### src/cachePkg.sv
`default_nettype none

package cachePkg;

  // byte address as seen by the processor and the bus
  typedef logic [31:0] addr_t;

  // one memory word
  typedef logic [31:0] word_t;

  // byte enables, bit i enables byte i of the word
  typedef logic [3:0] mask_t;

  // one bus beat request from a cache or the arbiter
  typedef struct packed {
    logic  request;
    logic  write;
    addr_t addr;
    word_t wdata;
  } busReq_t;

  // memory response, ready is high for one cycle per beat
  typedef struct packed {
    logic  ready;
    word_t rdata;
  } busRsp_t;

  // processor data port
  typedef struct packed {
    logic  read;
    logic  write;
    addr_t addr;
    word_t wdata;
    mask_t byteMask;
  } dataReq_t;

  // cache controller states, instr cache skips WriteBack
  typedef enum logic [1:0] {Idle, WriteBack, Refill} cacheState_t;

  // bus owner
  typedef enum logic [1:0] {GrantNone, GrantData, GrantInstr} grant_t;

  // power-up contents of memory at a byte address
  function automatic word_t memInit(addr_t addr);
    return addr ^ 32'hA5A50000;
  endfunction

endpackage

`default_nettype wire
### src/instrCache.sv
`timescale 1ns/1ps
`default_nettype none

module instrCache #(
  parameter int BlockWords = 4,
  parameter int CacheLines = 16
) (
  input  wire logic              clk,
  input  wire logic              reset,
  input  wire cachePkg::addr_t   pc,
  output cachePkg::word_t        instr,
  output logic                   iStall,
  output cachePkg::busReq_t      busReq,
  input  wire cachePkg::busRsp_t busRsp
);

  // address split: tag | line | word | byte
  localparam int OffBits = $clog2(BlockWords);
  localparam int IdxBits = $clog2(CacheLines);
  localparam int TagBits = 30 - OffBits - IdxBits;

  cachePkg::cacheState_t state;
  logic [TagBits-1:0]    tagArr [CacheLines];
  logic [CacheLines-1:0] validArr;
  cachePkg::word_t       dataArr [CacheLines*BlockWords];
  logic [OffBits-1:0]    pcWord;
  logic [IdxBits-1:0]    pcLine;
  logic [TagBits-1:0]    pcTag;
  logic [OffBits-1:0]    wordCnt;
  logic [IdxBits-1:0]    missLine;
  logic [TagBits-1:0]    missTag;
  logic                  fetchEn;
  logic                  hit;
  logic                  lastBeat;

  assign pcWord = pc[2 +: OffBits];
  assign pcLine = pc[2 + OffBits +: IdxBits];
  assign pcTag  = pc[31 -: TagBits];

  assign hit   = validArr[pcLine] && (tagArr[pcLine] == pcTag);
  assign instr = dataArr[{pcLine, pcWord}];
  // fetching starts one cycle after reset drops
  // any refill in flight also stalls, so a half-written line is never read
  assign iStall   = fetchEn && ((state != cachePkg::Idle) || !hit);
  assign lastBeat = busRsp.ready && (wordCnt == OffBits'(BlockWords - 1));

  // read-only, so the bus only ever sees reads of the missed block
  always_comb begin
    busReq.request = (state == cachePkg::Refill);
    busReq.write   = 1'b0;
    busReq.addr    = {missTag, missLine, wordCnt, 2'b00};
    busReq.wdata   = '0;
  end

  always_ff @(posedge clk) begin
    if (reset) begin
      state    <= cachePkg::Idle;
      validArr <= '0;
      wordCnt  <= '0;
      fetchEn  <= 1'b0;
    end else begin
      fetchEn <= 1'b1;
      unique case (state)
        cachePkg::Idle: begin
          if (fetchEn && !hit) begin
            state <= cachePkg::Refill;
          end
        end
        cachePkg::Refill: begin
          // word counter wraps back to 0 after the last beat
          if (busRsp.ready) begin
            wordCnt <= wordCnt + 1'b1;
          end
          if (lastBeat) begin
            validArr[missLine] <= 1'b1;
            state              <= cachePkg::Idle;
          end
        end
        default: state <= cachePkg::Idle;
      endcase
    end
  end

  // miss address latch and line arrays
  always_ff @(posedge clk) begin
    if (state == cachePkg::Idle && fetchEn && !hit) begin
      missLine <= pcLine;
      missTag  <= pcTag;
    end
    if (state == cachePkg::Refill && busRsp.ready) begin
      dataArr[{missLine, wordCnt}] <= busRsp.rdata;
    end
    if (state == cachePkg::Refill && lastBeat) begin
      tagArr[missLine] <= missTag;
    end
  end

endmodule

`default_nettype wire

### config.mk
export PLATFORM = sky130hd
export DESIGN_NAME = instrCache
export DESIGN_NICKNAME = d
export VERILOG_FILES = /design/src/cachePkg.sv /design/src/instrCache.sv
export SDC_FILE = /design/constraint.sdc
export NUM_CORES = 2
export LEC_CHECK = 0
export ABC_AREA = 1
export BUFFER_PORTS_ARGS = -buffer_cell sky130_fd_sc_hd__clkbuf_2
export CAP_MARGIN = 20
export CORE_UTILIZATION = 50
export CTS_CLUSTER_SIZE = 20
export DETAILED_ROUTE_END_ITERATION = 8
export HOLD_SLACK_MARGIN = 0.15
export PLACE_DENSITY = 0.7
export SYNTH_ARGS = -nofsm -noshare
export SYNTH_HDL_FRONTEND = slang
export SYNTH_SLANG_ARGS = --single-unit
### constraint.sdc
create_clock -name clk -period 4.59 [get_ports clk]
set_clock_uncertainty 0.1 [all_clocks]
set_input_delay 0.459 -clock clk [delete_from_list [all_inputs] [get_ports clk]]
set_output_delay 0.459 -clock clk [all_outputs]
set_load 0.02 [all_outputs]
# Yosys cells after proc, flatten, opt, wreduce, memory -nomap -nowiden

Memory sizes are Yosys's and may differ from the RTL's.
Index checks and enable logic that the tools add are counted.
Widths: inputs -> output; s select.

Flip-flop bits (word level): 49
Latch bits: 0
RAM bits: 2,432
Bits in read-only memories: 0
Input port bits: 67
Output and inout port bits: 99
Logic and storage cells: 46
Memories kept: 2

Memory list:

| name    | words | width | rd ports | clocked after memory_dff | wr ports | RTL line         | text |
|---|---|---|---|---|---|---|---|
| dataArr | 64    | 32    | 1        | 0                        | 1        | instrCache.sv:25 | `cachePkg::word_t dataArr [CacheLines*BlockWords];` |
| tagArr  | 16    | 24    | 1        | 0                        | 1        | instrCache.sv:23 | `logic [TagBits-1:0] tagArr [CacheLines];` |

Add/subtract/negate cells: 1
Multiply operators: 0
Div/mod/pow operators: 0
Order comparisons: 3
Eq/ne operators: 5
Shift-type cells: 0
Multiplexer cells: 12
Bitwise operators: 1
Reductions and logical operators: 16

Operator list:

| cell                | count |
|---|---|
| $eq 24x24->1        | 1 |
| $or 16x16->16       | 1 |
| $lt 4x5->1 const B  | 2 |
| $logic_and 1x1->1   | 9 |
| $mux 1              | 7 |
| $reduce_and 2->1    | 3 |
| $bmux 1 s4          | 1 |
| $demux 1 s4         | 1 |
| $eq 2x2->1 const B  | 2 |
| $ge 4x1->1 const B  | 1 |
| $mux 2              | 2 |
| $pmux 2 s2          | 1 |
| $add 2x1->2 const B | 1 |
| $logic_not 2->1     | 1 |
| $ne 2x1->1 const B  | 1 |
| $ne 2x2->1 const B  | 1 |
| $reduce_bool 2->1   | 1 |
| $logic_not 1->1     | 1 |
| $logic_or 1x1->1    | 1 |

# Longest topological paths before layout

Depth after elaboration: 7
Gate-level depth with buffers: 18
Gate-level depth less buffers: 15

# Least setup slack after synthesis

OpenSTA, ideal clock, no wires.

Path kind: register to register
Start point: reg missLine[1]
End point: mem tagArr[10][0] in the netlist's numbering, enable pin
Library setup time: 0.438 ns
Data arrival time: 2.735 ns
Required time: 4.052 ns
Setup slack: 1.317 ns
Stages on the path, launching flop included: 6
Buffers on the path: 1
Clock period less this slack: 3.273 ns
Cells stage by stage: edfxtp_1 clkbuf_1 inv_1 nor2_1 inv_1 nor3_1

RTL lines:

| what                   | RTL line         | text |
|---|---|---|
| start, declared        | instrCache.sv:30 | `logic [IdxBits-1:0] missLine;` |
| start signal, assigned | instrCache.sv:87 | `missLine <= pcLine;` |
| end, declared          | instrCache.sv:23 |  |

Straight into the memory's write port.

# Final worst setup path

Start point: in pc[4]
End point: out instr[22]

Cells in the longest elaborated chain, start to end: 1

Ends and longest elaborated chain:

| what            | RTL line         | text |
|---|---|---|
| start, declared | instrCache.sv:10 | `input wire cachePkg::addr_t pc,` |
| $mem_v2 64x32   | --               |  |
| end, declared   | instrCache.sv:11 | `output cachePkg::word_t instr,` |

No other way between the ends.

==> results.sh <==
export IMPL_outcome="finished, final reports clean"
export IMPL_drive_gt1_share_pct=10.1
export IMPL_critPathMaxFanout=150
export IMPL_cts_tree="built"
export IMPL_yosys_area_share_simple_pct=8.96
export IMPL_critPathArrivalTime_ps=3910
export IMPL_worstRegToRegCells=5
export IMPL_io_pins=166
export IMPL_drc=0
export IMPL_clock_insertion_delay_worst_skew_ps=850
export IMPL_n_fill_cell=15000
export IMPL_critical_path_most_common_cell="nor2_1"
export IMPL_cap_viol_max_count=0
export IMPL_dieArea_sq_um=198000
export IMPL_synth_compound_area_share_pct=11.9
export IMPL_hold_depth=1
export IMPL_worstPathRequired_ps=4030
export IMPL_die_w_microns=445
export IMPL_synthXorXnorAreaFrac_pct=0
export IMPL_wire_per_inst_microns=24.9
export IMPL_crit_path_cell_trace="dlygate4sd3_1 -> buf_8 -> inv_16 -> buf_12 -> buf_4 -> nor2_1 -> o32ai_1 -> nor2_1 -> o22ai_1 -> clkbuf_2"
export IMPL_cts_root_buf="clkbuf_16"
export IMPL_p_sw_share_pct=22.4
export IMPL_p_leak_nw=36.1
export IMPL_synth_fa_ha_area_share_pct=0.0128
export IMPL_p_clk_share_pct=40.1
export IMPL_routed_wirelength_microns=262000
export IMPL_antenna_found_initial=7
export IMPL_whs_ps=177
export IMPL_p_int_w=0.0361
export IMPL_start_util_pct=50.3
export IMPL_final_cell_mix="edfxtp_1, nor2_1, o21ai_0, o22ai_1, nand2_1"
export IMPL_hold_path_class="input port to flop"
export IMPL_synth_mux_area_share_pct=0
export IMPL_vias=64000
export IMPL_rrSetupSlack_ps=1130
export IMPL_grt_max_degree=151
export IMPL_cts_buffers=231
export IMPL_cpPeakStageDelay_ps=770
export IMPL_yosysTopAreaCell="edfxtp_1"
export IMPL_seq_area_frac_synth_pct=75.8
export IMPL_dp_hpwl_microns=141000
export IMPL_max_freq_mhz=224
export IMPL_drt_initial_drc_count=9012
export IMPL_cpMaxStageDelayCell="o32ai_1"
export IMPL_rr_endpoint="dataArr[40][24]"
export IMPL_fin_crit_ps=4470
export IMPL_min_from="busRsp[30]"
export IMPL_cp_start_kind="input port"
export IMPL_grt_pass1_vias=61500
export IMPL_num_nets_final=7801
export IMPL_cellPowerDensity_nw_per_um2=419
export IMPL_yosysUniqueCellTypes=28
export IMPL_die_h_microns=445
export IMPL_synth_top_area_share_pct=75.4
export IMPL_core_area_sq_um=195000
export IMPL_critPathTopFamily="buffers and inverters"
export IMPL_grt_overflow=0
export IMPL_finalMaxSlewViolations=0
export IMPL_place_gp_congestion=0.870
export IMPL_setup_tns_ps=0
export IMPL_power_frac_seq_pct=53.7
export IMPL_combPwrFrac_pct=6.2
export IMPL_synth_area_leaders="edfxtp_1, o21ai_0, nor2_1, o22ai_1, nand2_1"
export IMPL_path_buf_inv=6
export IMPL_synth_area_sq_um=98000
export IMPL_clock_sinks=2480
export IMPL_multi_input_area_sq_um=21100
export IMPL_hold_viol_final=0
export IMPL_syn_avg_cell_area_sq_um=12.9
export IMPL_track_usage_pct=26.0
export IMPL_final_common_cell="edfxtp_1"
export IMPL_worstSetupEndpointType="output pin"
export IMPL_port_buffers=128
export IMPL_p_switching_w=0.0104
export IMPL_slew_headroom_pct=23.1
export IMPL_num_rows=162
export IMPL_syn_inst=7577
export IMPL_cts_htree_levels=4
export IMPL_vias_per_cell=6.07
export IMPL_clock_path_buffers=3
export IMPL_fin_crit_sh_pct=97.5
export IMPL_ys_warn_count=0
export IMPL_holdPathEnd="dataArr[39][30]"
export IMPL_clkTransAtPathRegs_ps=60
export IMPL_ant_nets=0
export IMPL_synth_top_family_by_area="compound AO/OA/AOI/OAI gates"
export IMPL_area_growth_syn_to_layout_pct=13.2
export IMPL_peakVddDrop_uv=429
export IMPL_reg2reg_from="state[1]"
export IMPL_rsz0062_at_grt="no"
export IMPL_worstMarginPinSlew_ps=1150
export IMPL_ys_ff_latch=2480
export IMPL_grt_pass1_wl_microns=386000
export IMPL_crit_type="input port to output pin"
export IMPL_seq_area_sq_um=74300
export IMPL_finalSetupViolations=0
export IMPL_first_pass_iters=6
==> area by class of cell <==
| class | instances | area share (%) |
|---|---|---|
| sequential | 2480 | 66.9 |
| multi-input combinational | 4429 | 19.1 |
| clock buffer | 301 | 5.52 |
| timing repair buffer | 455 | 3.98 |
| tap | 2624 | 2.96 |
| clock inverter | 123 | 1.07 |
| inverter | 136 | 0.500 |
| antenna | 4 | 0.00902 |
==> power groups by stage <==
stage	clock [W]	sequential [W]	combinational, W
3_3_place_gp	0	0.0255	0.00270
6_report	0.0187	0.0250	0.00289
5_1_grt	0.0197	0.0250	0.00310
4_1_cts	0.0188	0.0250	0.00283
3_5_place_dp	0	0.0255	0.00277
2_1_floorplan	0	0.0255	0.00156
==> worst max path at each step <==
stage           startpoint            end  slack [ps]  cells after the start
6_report             pc[4]      instr[22]         120                     10
3_3_place_gp         pc[3]      instr[18]         560                     10
2_1_floorplan  missLine[1]  tagArr[10][0]        1320                      5
3_5_place_dp         pc[3]      instr[18]         580                     10
4_1_cts              pc[4]      instr[27]         210                     10
5_1_grt              pc[4]       instr[2]          50                     12
==> stage by stage <==
step                cells  area (sq um)  utilization, %  total power (W)  worst slack [ps]
finish              10600        111000            57.0           0.0466               117
global route        10600        111000            57.0           0.0478              50.3
CTS                 10500        111000            56.9           0.0466               213
detailed placement  10100        103000            52.9           0.0283               578
global placement    10100        103000            52.8           0.0282               558
floorplan            7611         98200               -           0.0271              1320
==> cells by family after synthesis <==
family          count (synthesis)
fa+ha+maj                       1
flops                        2480
compound gates               2123
simple gates                 2270
buf+inv                       702
other cells                     1
==> cells in the mapped netlist (all sizes together) <==
cell type	number
edfxtp	2460
nor2	1654
o21ai	1397
o22ai	635
nand2	408
clkbuf	290
buf	276
nand3	194
inv	136
o211ai	41
o32ai	24
dfxtp	20
a21oi	15
nor3	10
a31oi	6
o221ai	3
or2	3
a32oi	2
conb	1
ha	1
nand3b	1
==> worst reg2reg max path, delay by kind of cell, from the launching register on <==
family	cells	cell delay, ps
buffers and inverters	1	280
flip-flops	1	430
AND/OR/NAND/NOR	4	2330
==> timing repair <==
| action | in CTS | in global routing |
|---|---|---|
| endpoints found under the hold margin | 896 | 88 |
| buffers inserted | 0 | 0 |
| hold buffers | 56 | 3 |
| gates resized for setup | 0 | 0 |
==> per-layer routing <==
metal / track usage [%] / routed length [microns]
met3: 4.69 / 28700
met5: 0 / 34
met1: 35.6 / 99800
met4: 9.23 / 8780
met2: 41.9 / 125000
==> flip-flops by register name (all words and copies together), names as in the netlist <==
register and count:
state 1, validArr 16, missLine 4, fetchEn 1, missTag 24, wordCnt 2
tagArr 384, dataArr 2048
Note: power is estimated with default switching activity, not from simulation.
