$ cat src/cachePkg.sv
`default_nettype none

package cachePkg;

  // byte address as seen by the processor and the bus
  typedef logic [31:0] addr_t;

  // one memory word
  typedef logic [31:0] word_t;

  // byte enables, bit i enables byte i of the word
  typedef logic [3:0] mask_t;

  // one bus beat request from a cache or the arbiter
  typedef struct packed {
    logic  request;
    logic  write;
    addr_t addr;
    word_t wdata;
  } busReq_t;

  // memory response, ready is high for one cycle per beat
  typedef struct packed {
    logic  ready;
    word_t rdata;
  } busRsp_t;

  // processor data port
  typedef struct packed {
    logic  read;
    logic  write;
    addr_t addr;
    word_t wdata;
    mask_t byteMask;
  } dataReq_t;

  // cache controller states, instr cache skips WriteBack
  typedef enum logic [1:0] {Idle, WriteBack, Refill} cacheState_t;

  // bus owner
  typedef enum logic [1:0] {GrantNone, GrantData, GrantInstr} grant_t;

  // power-up contents of memory at a byte address
  function automatic word_t memInit(addr_t addr);
    return addr ^ 32'hA5A50000;
  endfunction

endpackage

`default_nettype wire
$ cat src/busArbiter.sv
`timescale 1ns/1ps
`default_nettype none

module busArbiter (
  input  wire logic              clk,
  input  wire logic              reset,
  input  wire cachePkg::busReq_t dataBus,
  input  wire cachePkg::busReq_t instrBus,
  output cachePkg::busRsp_t      dataRsp,
  output cachePkg::busRsp_t      instrRsp,
  output cachePkg::busReq_t      memBus,
  input  wire cachePkg::busRsp_t memRsp
);

  cachePkg::grant_t grant;
  cachePkg::grant_t grantNext;

  // data side wins when both ask at once
  // a grant is held until its owner lets request fall after the block
  always_comb begin
    grantNext = grant;
    unique case (grant)
      cachePkg::GrantNone: begin
        if (dataBus.request) begin
          grantNext = cachePkg::GrantData;
        end else if (instrBus.request) begin
          grantNext = cachePkg::GrantInstr;
        end
      end
      cachePkg::GrantData: begin
        if (!dataBus.request) begin
          grantNext = cachePkg::GrantNone;
        end
      end
      cachePkg::GrantInstr: begin
        if (!instrBus.request) begin
          grantNext = cachePkg::GrantNone;
        end
      end
      default: grantNext = cachePkg::GrantNone;
    endcase
  end

  always_ff @(posedge clk) begin
    if (reset) begin
      grant <= cachePkg::GrantNone;
    end else begin
      grant <= grantNext;
    end
  end

  // forward the owner's beat, the other cache only sees ready low
  always_comb begin
    memBus         = '0;
    dataRsp.ready  = 1'b0;
    instrRsp.ready = 1'b0;
    dataRsp.rdata  = memRsp.rdata;
    instrRsp.rdata = memRsp.rdata;
    if (grant == cachePkg::GrantData) begin
      memBus        = dataBus;
      dataRsp.ready = memRsp.ready;
    end else if (grant == cachePkg::GrantInstr) begin
      memBus         = instrBus;
      instrRsp.ready = memRsp.ready;
    end
  end

endmodule

`default_nettype wire

$ cat config.mk
export PLATFORM = sky130hd
export DESIGN_NAME = busArbiter
export DESIGN_NICKNAME = d
export VERILOG_FILES = /design/src/cachePkg.sv /design/src/busArbiter.sv
export SDC_FILE = /design/constraint.sdc
export NUM_CORES = 1
export LEC_CHECK = 0
export BUFFER_PORTS_ARGS = -buffer_cell sky130_fd_sc_hd__buf_2
export CAP_MARGIN = 20
export CORE_AREA = 2 2 115 117
export DETAILED_ROUTE_END_ITERATION = 10
export DIE_AREA = 0 0 117 119
export PLACE_DENSITY_LB_ADDON = 0.3
export SLEW_MARGIN = 5
export SYNTH_ARGS = -nofsm -noshare
export SYNTH_HDL_FRONTEND = slang
export SYNTH_SLANG_ARGS = --single-unit
$ cat constraint.sdc
create_clock -name clk -period 1.8 [get_ports clk]
set_clock_uncertainty 0.1 [all_clocks]
set_input_delay 0.45 -clock clk [delete_from_list [all_inputs] [get_ports clk]]
set_output_delay 0.45 -clock clk [all_outputs]
set_load 0.1 [all_outputs]
== Word-level counts from Yosys, hierarchy flattened ==
Index checks and enable logic that the tools add are counted.
Storage, ports and cells
  memories kept: 0
  logic and storage cells: 18
  ROM bits: 0
  latch bits: 0
  bits in registers: 2
  bits in writable memories: 0
Operators by class
  div/mod/pow operators: 0
  equal/unequal tests: 5
  bitwise logic cells: 0
  add/sub/neg operators: 0
  reductions and logical operators: 2
  shift-type cells: 0
  order comparisons: 0
  multipliers: 0
  mux-type cells: 10
Operator list (number)
  2-to-1 mux 66 bit: 2
  2-to-1 mux 2 bit: 4
  one-hot mux 2 bit (3 select lines): 1
  inequality test 2 bit, second input constant: 2
  2-to-1 mux 1 bit: 3
  inequality test 3 bit, second input constant: 1
  AND reduction 3 bit: 1
  equality test 2 x 1 -> 1 bit, second input constant: 1
  equality test 2 bit, second input constant: 1
  logical NOT 2 bit: 1

== Logic depth before layout (Yosys ltp) ==
Gate-level depths: netlist (run 1).
  depth in word-level cells: 3
  mapped depth: 4

== Least setup slack after synthesis (run 1) ==
Ideal clock, no wire load.
  path type: reg2out
  start: register grant[1]
  end: output memBus[25] (netlist bit)
  path buffers: 2
  stages on the path, launching flop included: 5
  data arrival time: 1.554 ns
  setup slack: -0.304 ns
  data required time: 1.250 ns
  cell sequence: dfxtp_1 > and2b_4 > buf_6 > buf_4 > a22o_1
RTL lines
  from (decl): line busArbiter.sv:15  | cachePkg::grant_t grant;
  from (signal assigned): line busArbiter.sv:46  | grant <= cachePkg::GrantNone;
  from (signal assigned): line busArbiter.sv:48  | grant <= grantNext;
  to (decl): line busArbiter.sv:11  | output cachePkg::busReq_t memBus,

==> impl_metrics.tcl, run 1 <==
set metrics [dict create \
    outcome "finished, violations left" \
    failed_checks "setup timing" \
    grt_max_degree 36 \
    setup_viol 68 \
    htreeDepth 1 \
    drt-met1-wl_um 2810 \
    ys_types 10 \
    row_count 42 \
    multi_input_area_um2 1150 \
    area_delta_synth_final_pct 216 \
    dieArea_um2 13900 \
    num-nets-final 472 \
    pre_cts_ws_ps 25.1 \
    fmax_mhz 503 \
    crit_start "grant[1]$_SDFFE_PP0P_" \
    hold_violations 0 \
    largestRegisters "grant: 2 flops" \
    grt_use_total 0.0813 \
    cts.sinks 2 \
    ys_seq_area_frac 0.0320 \
    syn_area_um2 1250 \
    syn_inst 153 \
    port-buffer-count 202 \
    top_layer "met4" \
    fp.dieW_um 117 \
    drc_errors 0 \
    met3WireLength_um 638 \
    synth-seq-cells 2 \
    cpMostUsedCell "buf_12" \
    start_util 0.0972 \
    slew_headroom 0.823 \
    reg2reg_from "grant[0]$_SDFFE_PP0P_" \
    grt_pass1_wl_um 8900 \
    power_mw 2.04 \
    dpl.hpwl_um 5010 \
    cts_buffer_depth 2 \
    die_h_um 119 \
    grt_pass1_vias 1724 \
    r2r_cells 2 \
    drtAntennaViolNets 0 \
    num_vias 1767 \
    rsz0062_at_grt "yes" \
    largest_register_ffs 2 \
    routedWlPerCell_um 15.6 \
    cpMaxStageDelayCell "dfxtp_2" \
    r2r_end "grant[1]$_SDFFE_PP0P_" \
    peakVddDrop_uv 381 \
    fin_hold_ws_ps 302 \
    place.gp.congestion 0.693 \
    seq_area_um2 42.5 \
    powerDensity_nw_per_um2 516 \
    p_leak_nw 1.94 \
    tightest_slew_ps 261 \
    crit_path_start_kind "register" \
    end_kind "output port" \
    antenna_found_initial 0 \
    dr.pass1.iters 3 \
    critical_path_arrival_ps 1440 \
    slew_violations 0 \
    cp_num_cells 5 \
    avgSynthCellArea_um2 8.18 \
    clock_latency_ps 220 \
    period_share 1.11 \
    crit_chain "and2b_4 -> buf_6 -> buf_12 -> a22o_2 -> buf_12" \
    cts_tree "yes" \
    endpoint "memBus[14]" \
    gr-total-overflow 0 \
    post-route-util 0.307 \
    io-pin-count 299 \
    yosys_warnings 0 \
    synth_nets 320 \
    wl_met2_um 4030 \
    n_antenna_cell 0 \
    viasPerCell 3.69 \
    clk_pin_slew_ps 30 \
    cts_buffers 3 \
    nFillCells 1301 \
    cts_root_buf "clkbuf_16" \
    wl_um 7480 \
    worstPathMaxFanout 9 \
    setup_slack_ps -190 \
    fin_crit_ps 1990 \
    cp_top_family "buffers and inverters" \
    path_buf_inv 3 \
    drtIter0Drc 25 \
    drv_cap 0 \
    rrSetupSlack_ps 820 \
    fin_setup_tns_ps -11550 \
    cpPeakStageDelay_ps 310 \
    top_register "grant" \
    crit_type "register to output port" \
    crit_required_ps 1250 \
    core_area_um2 12900 \
    drive_gt1_frac 0.990 \
    min_path_type "primary input to register" \
]
worst register-to-register path: cells and delay by family, from the launching register on:
kind	cells	cell delay, ps
DFF	1	330
and+or+nand+nor	1	300
buffers and inverters	1	140
per-stage QoR:
step | instance area [µm²] | instances
floorplan | 1620 | 153
global placement | 3390 | 458
detailed placement | 3390 | 458
CTS | 3590 | 466
global route | 3960 | 479
finish | 3960 | 479
cell usage after synthesis, drive strengths merged:
library cell | number | share of area
a22o | 66 | 0.46
and2 | 2 | 0.010
and2b | 1 | 0.0080
buf | 78 | 0.46
dfxtp | 2 | 0.032
nor2b | 3 | 0.017
nor4b | 1 | 0.0070
how the worst min path moves through the flow:
stage                          startpoint               endpoint  slack [ps]  cells after the start
global placement    grant[1]$_SDFFE_PP0P_  grant[0]$_SDFFE_PP0P_         480                      2
finish                              reset  grant[0]$_SDFFE_PP0P_         300                      2
CTS                                 reset  grant[0]$_SDFFE_PP0P_         300                      2
global route                        reset  grant[0]$_SDFFE_PP0P_         310                      2
detailed placement  grant[1]$_SDFFE_PP0P_  grant[0]$_SDFFE_PP0P_         480                      2
floorplan           grant[0]$_SDFFE_PP0P_  grant[1]$_SDFFE_PP0P_         360                      1
timing repair:
item | in CTS | in global routing
cloned | 3 | 10
pin swaps | 2 | 2
gates resized for setup | 7 | 22
endpoints found under the setup margin | 68 | 68
hold buffers | 0 | 0
setup buffers | 2 | 3
logic make-up (layout without fill, tap and decap cells):
kind of cell,count (synthesis),after routing,share of synthesized area
simple gates,7,7,0.0420
flops,2,2,0.0320
buf+inv,78,228,0.464
compound gates,66,66,0.462
per-layer routing:
layer | vias to the layer above | global-route usage
li1 | 826 | -
met1 | 813 | 0.0893
met2 | 124 | 0.163
met3 | 4 | 0.0148
met4 | 0 | 0.00809
met5 | - | 0
cell usage in the layout, fill, tap and decap left out, drive strengths merged:
cell type and instances:
buf 220, a22o 66, clkbuf 8, nor2b 3, and2 2, dfxtp 2, and2b 1, nor4b 1
power by group:
group	internal [mW]	total [mW]	switching, mW	leakage [nW]
Combinational	0.694	1.66	0.969	1.88
Sequential	0.0476	0.0498	0.00228	0.0172
Clock	0.282	0.329	0.0467	0.0370
layout make-up:
class                      count  area share
timing repair buffer         225       0.624
multi-input combinational     73       0.291
tap                          176      0.0557
clock buffer                   3      0.0190
sequential                     2      0.0108
No activity file was read; power rests on OpenSTA's default activity.
==> inputs of run 2 (changes only) <==
- PLACE_DENSITY: not set -> 0.45
- PLACE_DENSITY_LB_ADDON: 0.3 -> not set
==> run 2 against run 1 <==
The run still ends with setup timing left. Die area did not move. Flip-flop and latch count did not move. Non-clock buffer count rose by 3. Design area rose by 3.2%. Total power rose by 2.2%. Highest routed layer unchanged.
==> impl_metrics.tcl, run 2 (synthesized netlist as in run 1, its figures left out) <==
set metrics [dict create \
    start_util 0.0972 \
    area_delta_synth_final_pct 226 \
    cts.sinks 2 \
    dieArea_um2 13900 \
    htreeDepth 1 \
    fin_setup_tns_ps -13540 \
    drtAntennaViolNets 0 \
    cts_root_buf "clkbuf_16" \
    dr.pass1.iters 4 \
    critical_path_arrival_ps 1460 \
    cts_tree "yes" \
    setup_viol 68 \
    tightest_slew_ps 236 \
    n_antenna_cell 0 \
    fmax_mhz 496 \
    num_vias 1823 \
    fin_hold_ws_ps 304 \
    gr-total-overflow 0 \
    dpl.hpwl_um 5490 \
    failed_checks "setup timing" \
    clk_pin_slew_ps 30 \
    postLayoutCellArea_um2 4080 \
    crit_type "register to output port" \
    top_register "grant" \
    end_kind "output port" \
    holdPathStages 2 \
    antenna_found_initial 0 \
    crit_path_start_kind "register" \
    largest_register_ffs 2 \
    nFillCells 1309 \
    final_common_cell "buf_2" \
    grt_pass1_vias 1810 \
    hold_violations 0 \
    r2r_cells 2 \
    most-common-layout-cells "buf_2 (134), buf_12 (76), a22o_4 (58), clkbuf_16 (9), a22o_2 (8)" \
    postCtsHoldBufs 0 \
    drc_errors 0 \
    fin_crit_ps 2010 \
    viasPerCell 3.78 \
    core_area_um2 12900 \
    rsz0062_at_grt "yes" \
    peakVddDrop_uv 516 \
    grt_pass1_wl_um 9690 \
    slew_violations 0 \
    wl_um 7530 \
    clock_latency_ps 220 \
    crit_required_ps 1250 \
    num-nets-final 475 \
    cts_buffers 3 \
    setup_slack_ps -215 \
    io-pin-count 299 \
    worstPathMaxFanout 5 \
    die_h_um 119 \
    min_path_type "primary input to register" \
    grt_max_degree 20 \
    p_leak_nw 1.99 \
    routedWlPerCell_um 15.6 \
    powerDensity_nw_per_um2 511 \
    dpl_cell_area_um2 3420 \
    cts_buffer_depth 2 \
    largestRegisters "grant: 2 flops" \
    power_mw 2.09 \
    port-buffer-count 202 \
    grt_use_total 0.0902 \
    drv_cap 0 \
    period_share 1.12 \
    place.gp.congestion 0.729 \
    post-route-util 0.317 \
    fp.dieW_um 117 \
    slew_headroom 0.840 \
    outcome "finished, violations left" \
    row_count 42 \
    drtIter0Drc 25 \
    drive_gt1_frac 0.990 \
]
-- run 2: metrics by stage --
stage / std cells / worst slack, ps
6_report: 482 / -215
5_1_grt: 482 / -256
4_1_cts: 475 / -219
3_5_place_dp: 461 / -21.3
3_3_place_gp: 461 / -10.4
2_1_floorplan: 153 / -65.7
-- run 2: where the power goes --
part / total (mW) / switching (mW) / internal, mW
registers: 0.0497 / 0.00218 / 0.0475
clock network: 0.332 / 0.0498 / 0.283
logic: 1.71 / 0.980 / 0.725
-- run 2: routing by layer --
metal	wire [µm]	track usage
met5	0	0
met4	127	0.0265
met3	689	0.0224
met2	3750	0.157
met1	2950	0.108
-- run 2: final timing paths --
path	slack, ps	end	start
worst min-delay path	300	grant[0]$_SDFFE_PP0P_	reset
worst min register to register	440	grant[1]$_SDFFE_PP0P_	grant[0]$_SDFFE_PP0P_
worst max-delay path	-210	memBus[14]	grant[1]$_SDFFE_PP0P_
worst max register to register	860	grant[1]$_SDFFE_PP0P_	grant[0]$_SDFFE_PP0P_
-- run 2: worst max-delay path, cell delays in order, from the launching register on --
cell and delay, ps:
dfxtp_2 320, and2b_4 220, buf_12 150, clkbuf_16 160, a22o_4 220, buf_12 160
-- run 2: what timing repair did --
item,in CTS,in global routing
endpoints found under the setup margin,68,68
pin swaps,0,1
buffers inserted,7,2
gates cloned,5,6
resized for setup,18,19
-- run 2: layout make-up --
type                       instances  area (µm²)  share of cell area
clock buffer                       3        75.1              0.0184
timing repair buffer             228        2580               0.633
multi-input combinational         73        1160               0.284
sequential                         2        42.5              0.0104
tap                              176         220              0.0540
==> inputs of run 3 (changes only) <==
- REMOVE_ABC_BUFFERS: not set -> 1
==> run 3 against run 2 <==
Fmax is 0.32% lower. Register-to-register slack better by 30 ps. Via count is 2.9% higher. Hold slack better by 3.5 ps. Die area stayed put. First-iteration DRC count is 140% higher. The flow still finishes with violations (setup timing). Sequential power is 1% higher. Cell count is 1.9% lower. Largest cell class unchanged. Sequential share of layout area is 0.12 points higher. Critical path depth stayed put. Critical path type unchanged. Flip-flop and latch count stayed put.
==> impl_metrics.tcl, run 3 (synthesized netlist as in run 1, its figures left out) <==
set metrics [dict create \
    outcome "finished, violations left" \
    failed_checks "setup timing" \
    area_delta_synth_final_pct 192 \
    power_mw 1.97 \
    port-buffer-count 202 \
    min_path_type "primary input to register" \
    hp-start "reset" \
    r2r_cells 2 \
    fin_setup_tns_ps -13350 \
    cts_buffer_depth 2 \
    cts.sinks 2 \
    tightest_slew_ps 305 \
    slew_violations 0 \
    core_area_um2 12900 \
    top_register "grant" \
    setup_slack_ps -221 \
    largest_register_ffs 2 \
    end_kind "output port" \
    slew_headroom 0.794 \
    drive_gt1_frac 0.889 \
    num_vias 1875 \
    path_buf_inv 3 \
    r2r_end "grant[1]$_SDFFE_PP0P_" \
    dpl.hpwl_um 9290 \
    dp_cells 459 \
    most-common-layout-cells "buf_2 (134), buf_12 (73), a22o_4 (36), a22o_1 (30), clkbuf_16 (7)" \
    final_common_cell "buf_2" \
    fin_hold_ws_ps 307 \
    setup_viol 67 \
    antenna_found_initial 1 \
    routedWlPerCell_um 23.9 \
    rsz0062_at_grt "yes" \
    die_h_um 119 \
    clk_pin_slew_ps 30 \
    wl_um 11300 \
    crit_start "grant[1]$_SDFFE_PP0P_" \
    crit_chain "and2b_4 -> buf_12 -> clkbuf_16 -> a22o_4 -> buf_12" \
    start_util 0.0972 \
    clock_latency_ps 220 \
    powerDensity_nw_per_um2 541 \
    grt_pass1_wl_um 13300 \
    viasPerCell 3.96 \
    place.gp.congestion 0.873 \
    htreeDepth 1 \
    crit_required_ps 1250 \
    reg2reg_from "grant[1]$_SDFFE_PP0P_" \
    whs_endpoint "grant[0]$_SDFFE_PP0P_" \
    fmax_mhz 495 \
    hold_violations 0 \
    gr-total-overflow 0 \
    cts_buffers 3 \
    cp_top_family "buffers and inverters" \
    cts_tree "yes" \
    stdcell_count 473 \
    drtAntennaViolNets 0 \
    drc_errors 0 \
    num-nets-final 465 \
    dieArea_um2 13900 \
    io-pin-count 299 \
    p_leak_nw 1.77 \
    fp.dieW_um 117 \
    grt_use_total 0.136 \
    crit_type "register to output port" \
    drv_cap 0 \
    holdPathStages 2 \
    rrSetupSlack_ps 890 \
    dr.pass1.iters 4 \
    critical_path_arrival_ps 1470 \
    fin_crit_ps 2020 \
    largestRegisters "grant: 2 flops" \
    post-route-util 0.283 \
    period_share 1.12 \
    cpMostUsedCell "buf_12" \
    grt_pass1_vias 1808 \
    cpPeakStageDelay_ps 330 \
    row_count 42 \
    worstPathMaxFanout 11 \
    cpMaxStageDelayCell "dfxtp_2" \
    grt_max_degree 40 \
    cts_root_buf "clkbuf_16" \
    peakVddDrop_uv 594 \
    drtIter0Drc 59 \
    crit_path_start_kind "register" \
]
-- run 3: cell types whose count changed in the layout (fill, tap and decap cells not counted), sizes merged --
cell,change
buf,-7
diode,+1
clkbuf,-2
bufbuf,-1
-- run 3: power breakdown --
group,internal [mW],switching [mW]
combinational,0.642,0.951
sequential,0.0476,0.00278
clock,0.282,0.0481
-- run 3: stage by stage --
stage / setup WS, ps / cell area, µm²
2_1_floorplan: -1350 / 671
3_3_place_gp: -17.5 / 3040
3_5_place_dp: -44.5 / 3040
4_1_cts: -215 / 3260
5_1_grt: -256 / 3650
6_report: -221 / 3650
-- run 3: routing by layer --
| metal | wire (µm) | GRT usage |
|---|---|---|
| met2 | 5300 | 0.217 |
| met4 | 4 | 0.00441 |
| met3 | 2340 | 0.125 |
| met5 | 92 | 0.0549 |
| met1 | 3570 | 0.135 |
-- run 3: area by class of cell --
cell class	instances	area (µm²)
multi-input cells	73	956
clock buffers	3	75.1
diodes	1	2.50
flip-flops and latches	2	42.5
repair buffers	218	2350
fillers	1334	9230
well taps	176	220
-- run 3: how the worst max path moves through the flow --
stage               cells past startpoint    endpoint  slack, ps
floorplan                               2   memBus[0]      -1350
global placement                        4   memBus[8]        -20
detailed placement                      4   memBus[6]        -40
CTS                                     5  memBus[34]       -220
global route                            5  memBus[39]       -260
finish                                  5  memBus[46]       -220
-- run 3: worst register-to-register path, cell delays in order, from the launching register on --
cell and delay, ps:
dfxtp_2 330, nor2b_1 60, nor4b_1 290
-- run 3: what timing repair did --
item	4_1_cts	5_1_grt
cloned	1	5
endpoints found under the setup margin	67	67
hold buffers	0	0
resized for setup	14	30
endpoints found under the hold margin	0	0
pin swaps	7	14
setup buffers	3	1
