<file path="config.mk">
export PLATFORM = sky130hd
export DESIGN_NAME = dataCache
export DESIGN_NICKNAME = d
export VERILOG_FILES = /design/src/cachePkg.sv /design/src/dataCache.sv
export SDC_FILE = /design/constraint.sdc
export NUM_CORES = 2
export LEC_CHECK = 0
export CORE_ASPECT_RATIO = 0.7
export CORE_UTILIZATION = 56
export CTS_CLUSTER_DIAMETER = 30
export DETAILED_ROUTE_END_ITERATION = 6
export DONT_BUFFER_PORTS = 1
export PLACE_DENSITY_LB_ADDON = 0.05
export SLEW_MARGIN = 20
export SYNTH_ARGS = -nofsm -noshare
export SYNTH_HDL_FRONTEND = slang
export SYNTH_SLANG_ARGS = --single-unit
</file>
<file path="constraint.sdc">
create_clock -name clk -period 11.5 [get_ports clk]
set_input_delay 2.3 -clock clk [delete_from_list [all_inputs] [get_ports clk]]
set_output_delay 2.3 -clock clk [all_outputs]
set_load 0.01 [all_outputs]
</file>
<file path="src/cachePkg.sv">
`default_nettype none

package cachePkg;

  // byte address as seen by the processor and the bus
  typedef logic [31:0] addr_t;

  // one memory word
  typedef logic [31:0] word_t;

  // byte enables, bit i enables byte i of the word
  typedef logic [3:0] mask_t;

  // one bus beat request from a cache or the arbiter
  typedef struct packed {
    logic  request;
    logic  write;
    addr_t addr;
    word_t wdata;
  } busReq_t;

  // memory response, ready is high for one cycle per beat
  typedef struct packed {
    logic  ready;
    word_t rdata;
  } busRsp_t;

  // processor data port
  typedef struct packed {
    logic  read;
    logic  write;
    addr_t addr;
    word_t wdata;
    mask_t byteMask;
  } dataReq_t;

  // cache controller states, instr cache skips WriteBack
  typedef enum logic [1:0] {Idle, WriteBack, Refill} cacheState_t;

  // bus owner
  typedef enum logic [1:0] {GrantNone, GrantData, GrantInstr} grant_t;

  // power-up contents of memory at a byte address
  function automatic word_t memInit(addr_t addr);
    return addr ^ 32'hA5A50000;
  endfunction

endpackage

`default_nettype wire
</file>
<file path="src/dataCache.sv">
`timescale 1ns/1ps
`default_nettype none

module dataCache #(
  parameter int BlockWords = 4,
  parameter int CacheLines = 16
) (
  input  wire logic               clk,
  input  wire logic               reset,
  input  wire cachePkg::dataReq_t dataReq,
  output cachePkg::word_t         readData,
  output logic                    dStall,
  output cachePkg::busReq_t       busReq,
  input  wire cachePkg::busRsp_t  busRsp
);

  // address split: tag | line | word | byte
  localparam int OffBits = $clog2(BlockWords);
  localparam int IdxBits = $clog2(CacheLines);
  localparam int TagBits = 30 - OffBits - IdxBits;

  cachePkg::cacheState_t state;
  logic [TagBits-1:0]    tagArr [CacheLines];
  logic [CacheLines-1:0] validArr;
  logic [CacheLines-1:0] dirtyArr;
  cachePkg::word_t       dataArr [CacheLines*BlockWords];
  logic [OffBits-1:0]    reqWord;
  logic [IdxBits-1:0]    reqLine;
  logic [TagBits-1:0]    reqTag;
  logic [OffBits-1:0]    wordCnt;
  logic [IdxBits-1:0]    missLine;
  logic [TagBits-1:0]    missTag;
  cachePkg::word_t       mergedWord;
  logic                  access;
  logic                  hit;
  logic                  miss;
  logic                  storeHit;
  logic                  lastBeat;

  assign reqWord = dataReq.addr[2 +: OffBits];
  assign reqLine = dataReq.addr[2 + OffBits +: IdxBits];
  assign reqTag  = dataReq.addr[31 -: TagBits];

  assign access   = dataReq.read || dataReq.write;
  assign hit      = validArr[reqLine] && (tagArr[reqLine] == reqTag);
  assign miss     = (state == cachePkg::Idle) && access && !hit;
  assign storeHit = (state == cachePkg::Idle) && dataReq.write && hit;
  assign lastBeat = busRsp.ready && (wordCnt == OffBits'(BlockWords - 1));

  assign readData = dataArr[{reqLine, reqWord}];
  // stall through the whole write-back and refill
  assign dStall   = access && ((state != cachePkg::Idle) || !hit);

  // byte-masked merge of store data into the current word
  always_comb begin
    mergedWord = dataArr[{reqLine, reqWord}];
    for (int b = 0; b < 4; b++) begin
      if (dataReq.byteMask[b]) begin
        mergedWord[8*b +: 8] = dataReq.wdata[8*b +: 8];
      end
    end
  end

  // request stays up from write-back straight into refill
  // victim address comes from the old tag still in the array
  always_comb begin
    busReq.request = (state != cachePkg::Idle);
    busReq.write   = (state == cachePkg::WriteBack);
    busReq.wdata   = dataArr[{missLine, wordCnt}];
    if (state == cachePkg::WriteBack) begin
      busReq.addr = {tagArr[missLine], missLine, wordCnt, 2'b00};
    end else begin
      busReq.addr = {missTag, missLine, wordCnt, 2'b00};
    end
  end

  always_ff @(posedge clk) begin
    if (reset) begin
      state    <= cachePkg::Idle;
      validArr <= '0;
      dirtyArr <= '0;
      wordCnt  <= '0;
    end else begin
      unique case (state)
        cachePkg::Idle: begin
          if (miss && validArr[reqLine] && dirtyArr[reqLine]) begin
            state <= cachePkg::WriteBack;
          end else if (miss) begin
            state <= cachePkg::Refill;
          end else if (storeHit) begin
            dirtyArr[reqLine] <= 1'b1;
          end
        end
        cachePkg::WriteBack: begin
          if (busRsp.ready) begin
            wordCnt <= wordCnt + 1'b1;
          end
          if (lastBeat) begin
            state <= cachePkg::Refill;
          end
        end
        cachePkg::Refill: begin
          if (busRsp.ready) begin
            wordCnt <= wordCnt + 1'b1;
          end
          // a store miss merges on the next cycle as a hit
          if (lastBeat) begin
            validArr[missLine] <= 1'b1;
            dirtyArr[missLine] <= 1'b0;
            state              <= cachePkg::Idle;
          end
        end
        default: state <= cachePkg::Idle;
      endcase
    end
  end

  // miss address latch, refill data, tag update and store merge
  always_ff @(posedge clk) begin
    if (miss) begin
      missLine <= reqLine;
      missTag  <= reqTag;
    end
    if (state == cachePkg::Refill && busRsp.ready) begin
      dataArr[{missLine, wordCnt}] <= busRsp.rdata;
    end
    if (state == cachePkg::Refill && lastBeat) begin
      tagArr[missLine] <= missTag;
    end
    if (storeHit) begin
      dataArr[{reqLine, reqWord}] <= mergedWord;
    end
  end

endmodule

`default_nettype wire

</file>
# == After elaboration in Yosys (flattened, before gate mapping) ==
# Memories as Yosys holds them, arrays and structs flattened. A register that Yosys moved wholly into a read port is not among the register bits.
# Index checks and enable logic that the tools add are counted.
# op_classes
addsub,1
n_lt_le_gt_ge,4
n_eq_ne,10
mux,33
bitwise,4
n_reduce_logical,25
# ops
cell,count
2-to-1 mux 16 bit,4
2-to-1 mux 32 bit,2
2-to-1 mux 8 bit,4
OR 16 bit,2
one-hot mux 16 bit (2 select lines),1
OR reduction 32 bit,1
== test 24 bit,1
AND 16 bit,1
inverter 16 bit,1
logical AND 1 bit,13
2-to-1 mux 1 bit,11
< comparator 4 x 5 -> 1 bit (second input constant),2
binary-select mux 1 bit (select 4 bit),2
demux 1 bit (select 4 bit),2
>= comparator 4 x 1 -> 1 bit (second input constant),2
2-to-1 mux 2 bit,4
inequality test 2 bit (second input constant),4
2-to-1 mux 6 bit,1
one-hot mux 2 bit (3 select lines),1
AND reduction 5 bit,1
== test 2 bit (second input constant),2
2-to-1 mux 4 bit,1
AND reduction 2 bit,2
nonzero test 2 bit,2
other kinds (9),10
# totals
reg_bits,64
ram_bits,2432
mem_count,2
# memory_table
memory,words,word_bits,read_ports,rd_ports_with_merged_regs,write_ports,line,rtl
dataArr,64,32,2,0,1,dataCache.sv:26,cachePkg::word_t dataArr [CacheLines*BlockWords];
tagArr,16,24,2,1,1,dataCache.sv:23,logic [TagBits-1:0] tagArr [CacheLines];

# == Longest topological paths before layout ==
# depth
depth_word,9
ltp_mapped,16
mapped_depth_nobuf,9

# == Worst setup path before layout ==
# OpenSTA, ideal clock, no wires.
# synth_path
kind,input-to-reg
from,input dataReq[40] in the netlist's numbering
to,"memory dataArr[0][22] in the netlist's numbering, data pin"
t_arrival_ns,6.791
setup_slack_ns,4.146
cell_stages,14
n_path_buf,5
cell_sequence,buf_6 -> buf_8 -> buf_6 -> mux4_2 -> mux2i_1 -> xnor2_1 -> nor4b_2 -> a22oi_1 -> a2111oi_2 -> o2111ai_1 -> nor3_2 -> buf_6 -> buf_6 -> mux2i_1
# synth_via
elab_chain_len,8
elab_cells_between_ends,12
# synth_lines
item,line,rtl
from (decl),dataCache.sv:10,"input wire cachePkg::dataReq_t dataReq,"
memory (16 x 24 bit) / binary-select mux 1 bit (select 4 bit) (equally long branches),-,
== test 24 bit / 2-to-1 mux 1 bit (equally long branches),dataCache.sv:45,assign hit = validArr[reqLine] && (tagArr[reqLine] == reqTag);
logical AND 1 bit,dataCache.sv:45,
logical AND 1 bit,dataCache.sv:47,assign storeHit = (state == cachePkg::Idle) && dataReq.write && hit;
2-to-1 mux 1 bit,dataCache.sv:130,if (storeHit) begin
2-to-1 mux 1 bit (not written as such),dataCache.sv:131,"dataArr[{reqLine, reqWord}] <= mergedWord;"
OR reduction 32 bit (no source line),-,
2-to-1 mux 32 bit (no source line) (*),-,
to (decl),dataCache.sv:26,
# Mark *: on every way between the ends. The rest lies on a longest branch, timed or not. The select of a mux whose other input is x is not followed.

# == Worst setup path in the final report ==
# layout_path
from,input dataReq[38] in the netlist's numbering
to,output readData[22]
# layout_via
elab_chain_len,1
# layout_lines
item,line,rtl
memory (64 x 32 bit),-,
to (decl),dataCache.sv:11,"output cachePkg::word_t readData,"
# Every way passes these cells.

==> metrics.txt <==
# TYPE chip_impl_metric gauge
chip_impl_metric{name="timing.hold.worst_path_depth",unit=""} 2
chip_impl_metric{name="floorplan.die.height",unit="um"} 384.0
chip_impl_metric{name="drtAntennaViolNets",unit=""} 0
chip_impl_metric{name="final_layout_size_suffix_gt1_share",unit="%"} 40.55
chip_impl_metric{name="p_int",unit="mW"} 19.50
chip_impl_metric{name="total_power",unit="mW"} 25.62
chip_impl_metric{name="placedCellCount",unit=""} 8232
chip_impl_metric{name="wire_per_inst",unit="um"} 45.26
chip_impl_metric{name="clk_transition_reported_paths",unit="ns"} 0.05
chip_impl_metric{name="worst_path_required_time",unit="ns"} 9.20
chip_impl_metric{name="detail_route.first_pass.iterations",unit=""} 6
chip_impl_metric{name="cts-htree-levels",unit=""} 5
chip_impl_metric{name="flops_latches_synth",unit=""} 2500
chip_impl_info{name="violations",value="max-slew violations"} 1
chip_impl_metric{name="initial_core_util",unit="%"} 56.63
chip_impl_metric{name="p_leak",unit="nW"} 42.60
chip_impl_metric{name="cellPowerDensity",unit="nW/um2"} 187.7
chip_impl_metric{name="antenna_found_initial",unit=""} 16
chip_impl_metric{name="viasPerCell",unit=""} 7.750
chip_impl_metric{name="final_critical_path_setup_slack",unit="ns"} 0.6701
chip_impl_metric{name="synth.distinct_cells",unit=""} 81
chip_impl_metric{name="seqPwrFrac",unit="%"} 39.8
chip_impl_metric{name="cts_max_path_buffers",unit=""} 4
chip_impl_metric{name="regToRegSetupSlack",unit="ns"} 4.67
chip_impl_metric{name="dp_hpwl",unit="mm"} 231.4
chip_impl_metric{name="switching_power",unit="mW"} 6.118
chip_impl_metric{name="boundaryPins",unit=""} 204
chip_impl_metric{name="global_route_usage_sum",unit="%"} 39.35
chip_impl_metric{name="timing.hold.ws",unit="ns"} 0.4719
chip_impl_metric{name="grt_pass1_wl",unit="mm"} 557.1
chip_impl_metric{name="max_slew_margin",unit="%"} -268.4
chip_impl_metric{name="hold_buffer_count_at_cts",unit=""} 0
chip_impl_metric{name="power.share.clock",unit="%"} 51.4
chip_impl_metric{name="syn_area",unit="um2"} 116700
chip_impl_metric{name="postCtsResizedCells",unit=""} 0
chip_impl_metric{name="sum_of_negative_setup_slack",unit="ns"} 0
chip_impl_metric{name="drc",unit=""} 0
chip_impl_metric{name="grt_overflow",unit=""} 0
chip_impl_metric{name="netlist_instances",unit=""} 5692
chip_impl_info{name="regToRegEndpoint",value="dataArr[39][11]"} 1
chip_impl_metric{name="synthToLayoutAreaGrowth",unit="%"} 16.93
chip_impl_metric{name="grt_pass1_vias",unit=""} 67104
chip_impl_metric{name="insertion_delay",unit="ns"} 0.92
chip_impl_metric{name="place_congestion",unit=""} 0.9074
chip_impl_metric{name="finalWorstPathRequiredPeriod",unit="ns"} 10.83
chip_impl_metric{name="die-area",unit="um2"} 210300
chip_impl_info{name="reg2reg_from",value="tagArr[12][0]"} 1
chip_impl_metric{name="drt_iter0_drc",unit=""} 12663
chip_impl_info{name="worst-setup-path-type",value="input pin to primary output"} 1
chip_impl_metric{name="design_area",unit="um2"} 136500
chip_impl_metric{name="synth_enable_flop_cells",unit=""} 2460
chip_impl_metric{name="fmax",unit="MHz"} 92.34
chip_impl_info{name="start_point_of_the_worst_hold_path",value="validArr[1]"} 1
chip_impl_metric{name="design.core.area",unit="um2"} 206100
chip_impl_metric{name="final_cell_count_no_fill",unit=""} 9054
chip_impl_metric{name="yosysSeqAreaShare",unit="%"} 63.98
chip_impl_metric{name="final_net_count",unit=""} 6029
chip_impl_metric{name="power.ir.vdd_worst",unit="uV"} 188.6
chip_impl_metric{name="detailedPlace.worstSlack",unit="ns"} 3.030
chip_impl_metric{name="worst_pin_slew",unit="ns"} 5.526
chip_impl_metric{name="period_share",unit="%"} 94.17
chip_impl_metric{name="vias_after_detailed_routing",unit=""} 70167
chip_impl_metric{name="switching_share",unit="%"} 23.88
chip_impl_metric{name="place.port_buffers",unit=""} 0
chip_impl_metric{name="cts.sinks",unit=""} 2500
chip_impl_metric{name="detail_route.wirelength",unit="mm"} 409.8
chip_impl_metric{name="cts_made_buffers",unit=""} 433
chip_impl_metric{name="utilization",unit="%"} 66.22
chip_impl_info{name="grt_setup_unrepaired",value="false"} 1
chip_impl_info{name="cts_root_buf",value="sky130_fd_sc_hd__clkbuf_16"} 1
chip_impl_info{name="tritoncts",value="built"} 1
chip_impl_info{name="min_to",value="validArr[1]"} 1
chip_impl_metric{name="worst_r2r_path_depth",unit=""} 11
chip_impl_metric{name="grt_max_degree",unit=""} 521
chip_impl_metric{name="post_dp_cell_area",unit="um2"} 121400
chip_impl_metric{name="final-max-slew-violation-count",unit=""} 559
chip_impl_info{name="worstSetupEndpointType",value="primary output"} 1
chip_impl_info{name="worstHoldPathType",value="register to register"} 1
chip_impl_metric{name="cts_setup_buffers",unit=""} 0
chip_impl_metric{name="critPathArrivalTime",unit="ns"} 8.53
chip_impl_metric{name="number_of_endpoints_failing_setup_at_the_final_stage",unit=""} 0
chip_impl_metric{name="avgSynthCellArea",unit="um2"} 20.50
chip_impl_info{name="status",value="complete, but fails checks"} 1
chip_impl_info{name="crit_path_start_kind",value="input pin"} 1
chip_impl_metric{name="hold_violation_total_from_the_final_report",unit=""} 0
chip_impl_info{name="synth_top_flop_cell",value="sky130_fd_sc_hd__edfxtp_1"} 1
chip_impl_metric{name="finalClockSkew",unit="ns"} 0.05962
chip_impl_metric{name="comb_power_share",unit="%"} 8.8
chip_impl_metric{name="cp_max_fo",unit=""} 520
chip_impl_metric{name="max-cap-violations",unit=""} 0
chip_impl_metric{name="core_rows",unit=""} 139
chip_impl_metric{name="async_reset_ff_share",unit="%"} 0
chip_impl_metric{name="die_w",unit="um"} 547.7
chip_impl_metric{name="synthesis.yosys.warnings",unit=""} 0
-- synth_stat cells, types with 6 or more instances --
library cell	n	area, um2
sky130_fd_sc_hd__o311ai_0	7	61.31
sky130_fd_sc_hd__o221ai_1	6	52.55
sky130_fd_sc_hd__a221o_1	9	90.09
sky130_fd_sc_hd__nand3_1	60	300.3
sky130_fd_sc_hd__or3_1	6	37.54
sky130_fd_sc_hd__a22o_1	21	183.9
sky130_fd_sc_hd__buf_6	19	214.0
sky130_fd_sc_hd__a221oi_1	21	183.9
sky130_fd_sc_hd__and3_1	16	100.1
sky130_fd_sc_hd__o22ai_1	24	150.1
sky130_fd_sc_hd__a22oi_1	163	1224
sky130_fd_sc_hd__a41oi_1	6	52.55
sky130_fd_sc_hd__mux2i_1	229	2292
sky130_fd_sc_hd__a211o_1	10	87.58
sky130_fd_sc_hd__o211ai_1	14	105.1
sky130_fd_sc_hd__nand4_1	18	112.6
sky130_fd_sc_hd__o21ai_0	51	255.2
sky130_fd_sc_hd__a32oi_1	8	70.07
sky130_fd_sc_hd__nand2b_1	17	106.4
sky130_fd_sc_hd__buf_1	91	341.6
sky130_fd_sc_hd__mux4_2	1337	30110
sky130_fd_sc_hd__buf_4	9	67.56
sky130_fd_sc_hd__mux2_1	26	292.8
sky130_fd_sc_hd__dfxtp_1	40	800.8
sky130_fd_sc_hd__nor3_1	27	135.1
sky130_fd_sc_hd__mux2_2	86	968.4
sky130_fd_sc_hd__xor2_1	18	157.7
sky130_fd_sc_hd__edfxtp_1	2460	73870
sky130_fd_sc_hd__nor2_1	113	424.2
sky130_fd_sc_hd__clkbuf_1	237	889.6
sky130_fd_sc_hd__a31oi_1	17	106.4
sky130_fd_sc_hd__xnor2_1	12	105.1
sky130_fd_sc_hd__a311oi_1	10	87.58
sky130_fd_sc_hd__nor4_1	7	43.79
sky130_fd_sc_hd__a21oi_1	51	255.2
sky130_fd_sc_hd__a21o_1	17	127.6
sky130_fd_sc_hd__nand2_1	207	777.0
sky130_fd_sc_hd__nor2b_1	7	43.79
sky130_fd_sc_hd__buf_2	91	455.4
sky130_fd_sc_hd__a32o_1	6	60.06
sky130_fd_sc_hd__and2_1	7	43.79
sky130_fd_sc_hd__inv_1	33	123.9
-- layout make-up --
type	instances	area, um2
Inverter	38	152.6
Multi-Input combinational cell	2705	41060
Sequential cell	2500	74690
Antenna cell	16	40.04
Clock buffer	469	11140
Tap cell	2749	3440
Fill cell	13235	69620
Timing Repair Buffer	242	2121
Clock inverter	335	3831
-- placed cells by master, fill, tap and decap left out, types with 21 or more instances in the layout --
master	instances
sky130_fd_sc_hd__edfxtp_1	2460
sky130_fd_sc_hd__buf_4	220
sky130_fd_sc_hd__inv_6	52
sky130_fd_sc_hd__clkbuf_1	27
sky130_fd_sc_hd__a22oi_1	163
sky130_fd_sc_hd__inv_1	33
sky130_fd_sc_hd__a22o_1	21
sky130_fd_sc_hd__mux2i_4	67
sky130_fd_sc_hd__a21oi_1	51
sky130_fd_sc_hd__mux4_2	1337
sky130_fd_sc_hd__nand3_1	59
sky130_fd_sc_hd__clkinvlp_4	56
sky130_fd_sc_hd__o21ai_0	51
sky130_fd_sc_hd__mux2i_1	162
sky130_fd_sc_hd__mux2_2	85
sky130_fd_sc_hd__a221oi_1	21
sky130_fd_sc_hd__o22ai_1	24
sky130_fd_sc_hd__clkinv_2	52
sky130_fd_sc_hd__bufinv_16	59
sky130_fd_sc_hd__nor2_1	86
sky130_fd_sc_hd__nand2_1	206
sky130_fd_sc_hd__clkbuf_16	440
sky130_fd_sc_hd__dfxtp_1	34
sky130_fd_sc_hd__clkinv_4	46
sky130_fd_sc_hd__clkinv_1	51
-- registers in the layout, indices dropped and copies added (netlist names), named ones only --
signal and cells:
state 2, dataArr 2048, validArr 16, wordCnt 2, tagArr 384, dirtyArr 16
missTag 24, missLine 4
-- worst max path at each step --
stage                      from         endpoint  slack [ns]  depth (start not counted)
floorplan           dataReq[40]   dataArr[0][22]        4.15                         14
global placement    dataReq[41]  dataArr[39][22]        3.02                         12
detailed placement  dataReq[41]  dataArr[39][22]        3.03                         12
CTS                 dataReq[42]      readData[7]        3.70                          9
global route        dataReq[41]           dStall        3.48                          9
finish              dataReq[38]     readData[22]        0.67                          6
-- critical path, cell delays in order --
cell and delay [ns]:
sky130_fd_sc_hd__mux4_2 2.44, sky130_fd_sc_hd__mux2i_1 0.42, sky130_fd_sc_hd__nor3_1 0.09, sky130_fd_sc_hd__a221o_1 0.27, sky130_fd_sc_hd__a21oi_1 0.16, sky130_fd_sc_hd__nand3_1 0.30
-- routing by layer --
layer | track usage (%) | up-vias | share of wire (%)
li1 | - | 25637 | -
met1 | 57.61 | 37448 | 37
met2 | 53.86 | 6101 | 42
met3 | 14.06 | 955 | 16
met4 | 16.36 | 26 | 4.7
met5 | 0.6973 | - | 0.092
-- power groups by stage --
stage | Clock [mW] | Sequential [mW] | Combinational, mW
floorplan | 0 | 10.3 | 1.58
global placement | 0 | 10.4 | 2.15
detailed placement | 0 | 10.4 | 2.16
CTS | 13.2 | 10.2 | 2.17
global route | 13.6 | 10.2 | 2.26
finish | 13.2 | 10.2 | 2.24
-- cells by family after synthesis --
kind of cell | count (synthesis) | share of synthesized area, %
AND/OR/NAND/NOR | 509 | 1.996
multiplexers | 1678 | 28.84
buffers and inverters | 488 | 1.851
XOR/XNOR | 30 | 0.2251
other | 1 | 0.003213
flip-flops | 2500 | 63.98
AO/OA/AOI/OAI | 482 | 3.060
adder cells (fa/ha/maj) | 4 | 0.04288
No activity file was read; power rests on OpenSTA's default activity.
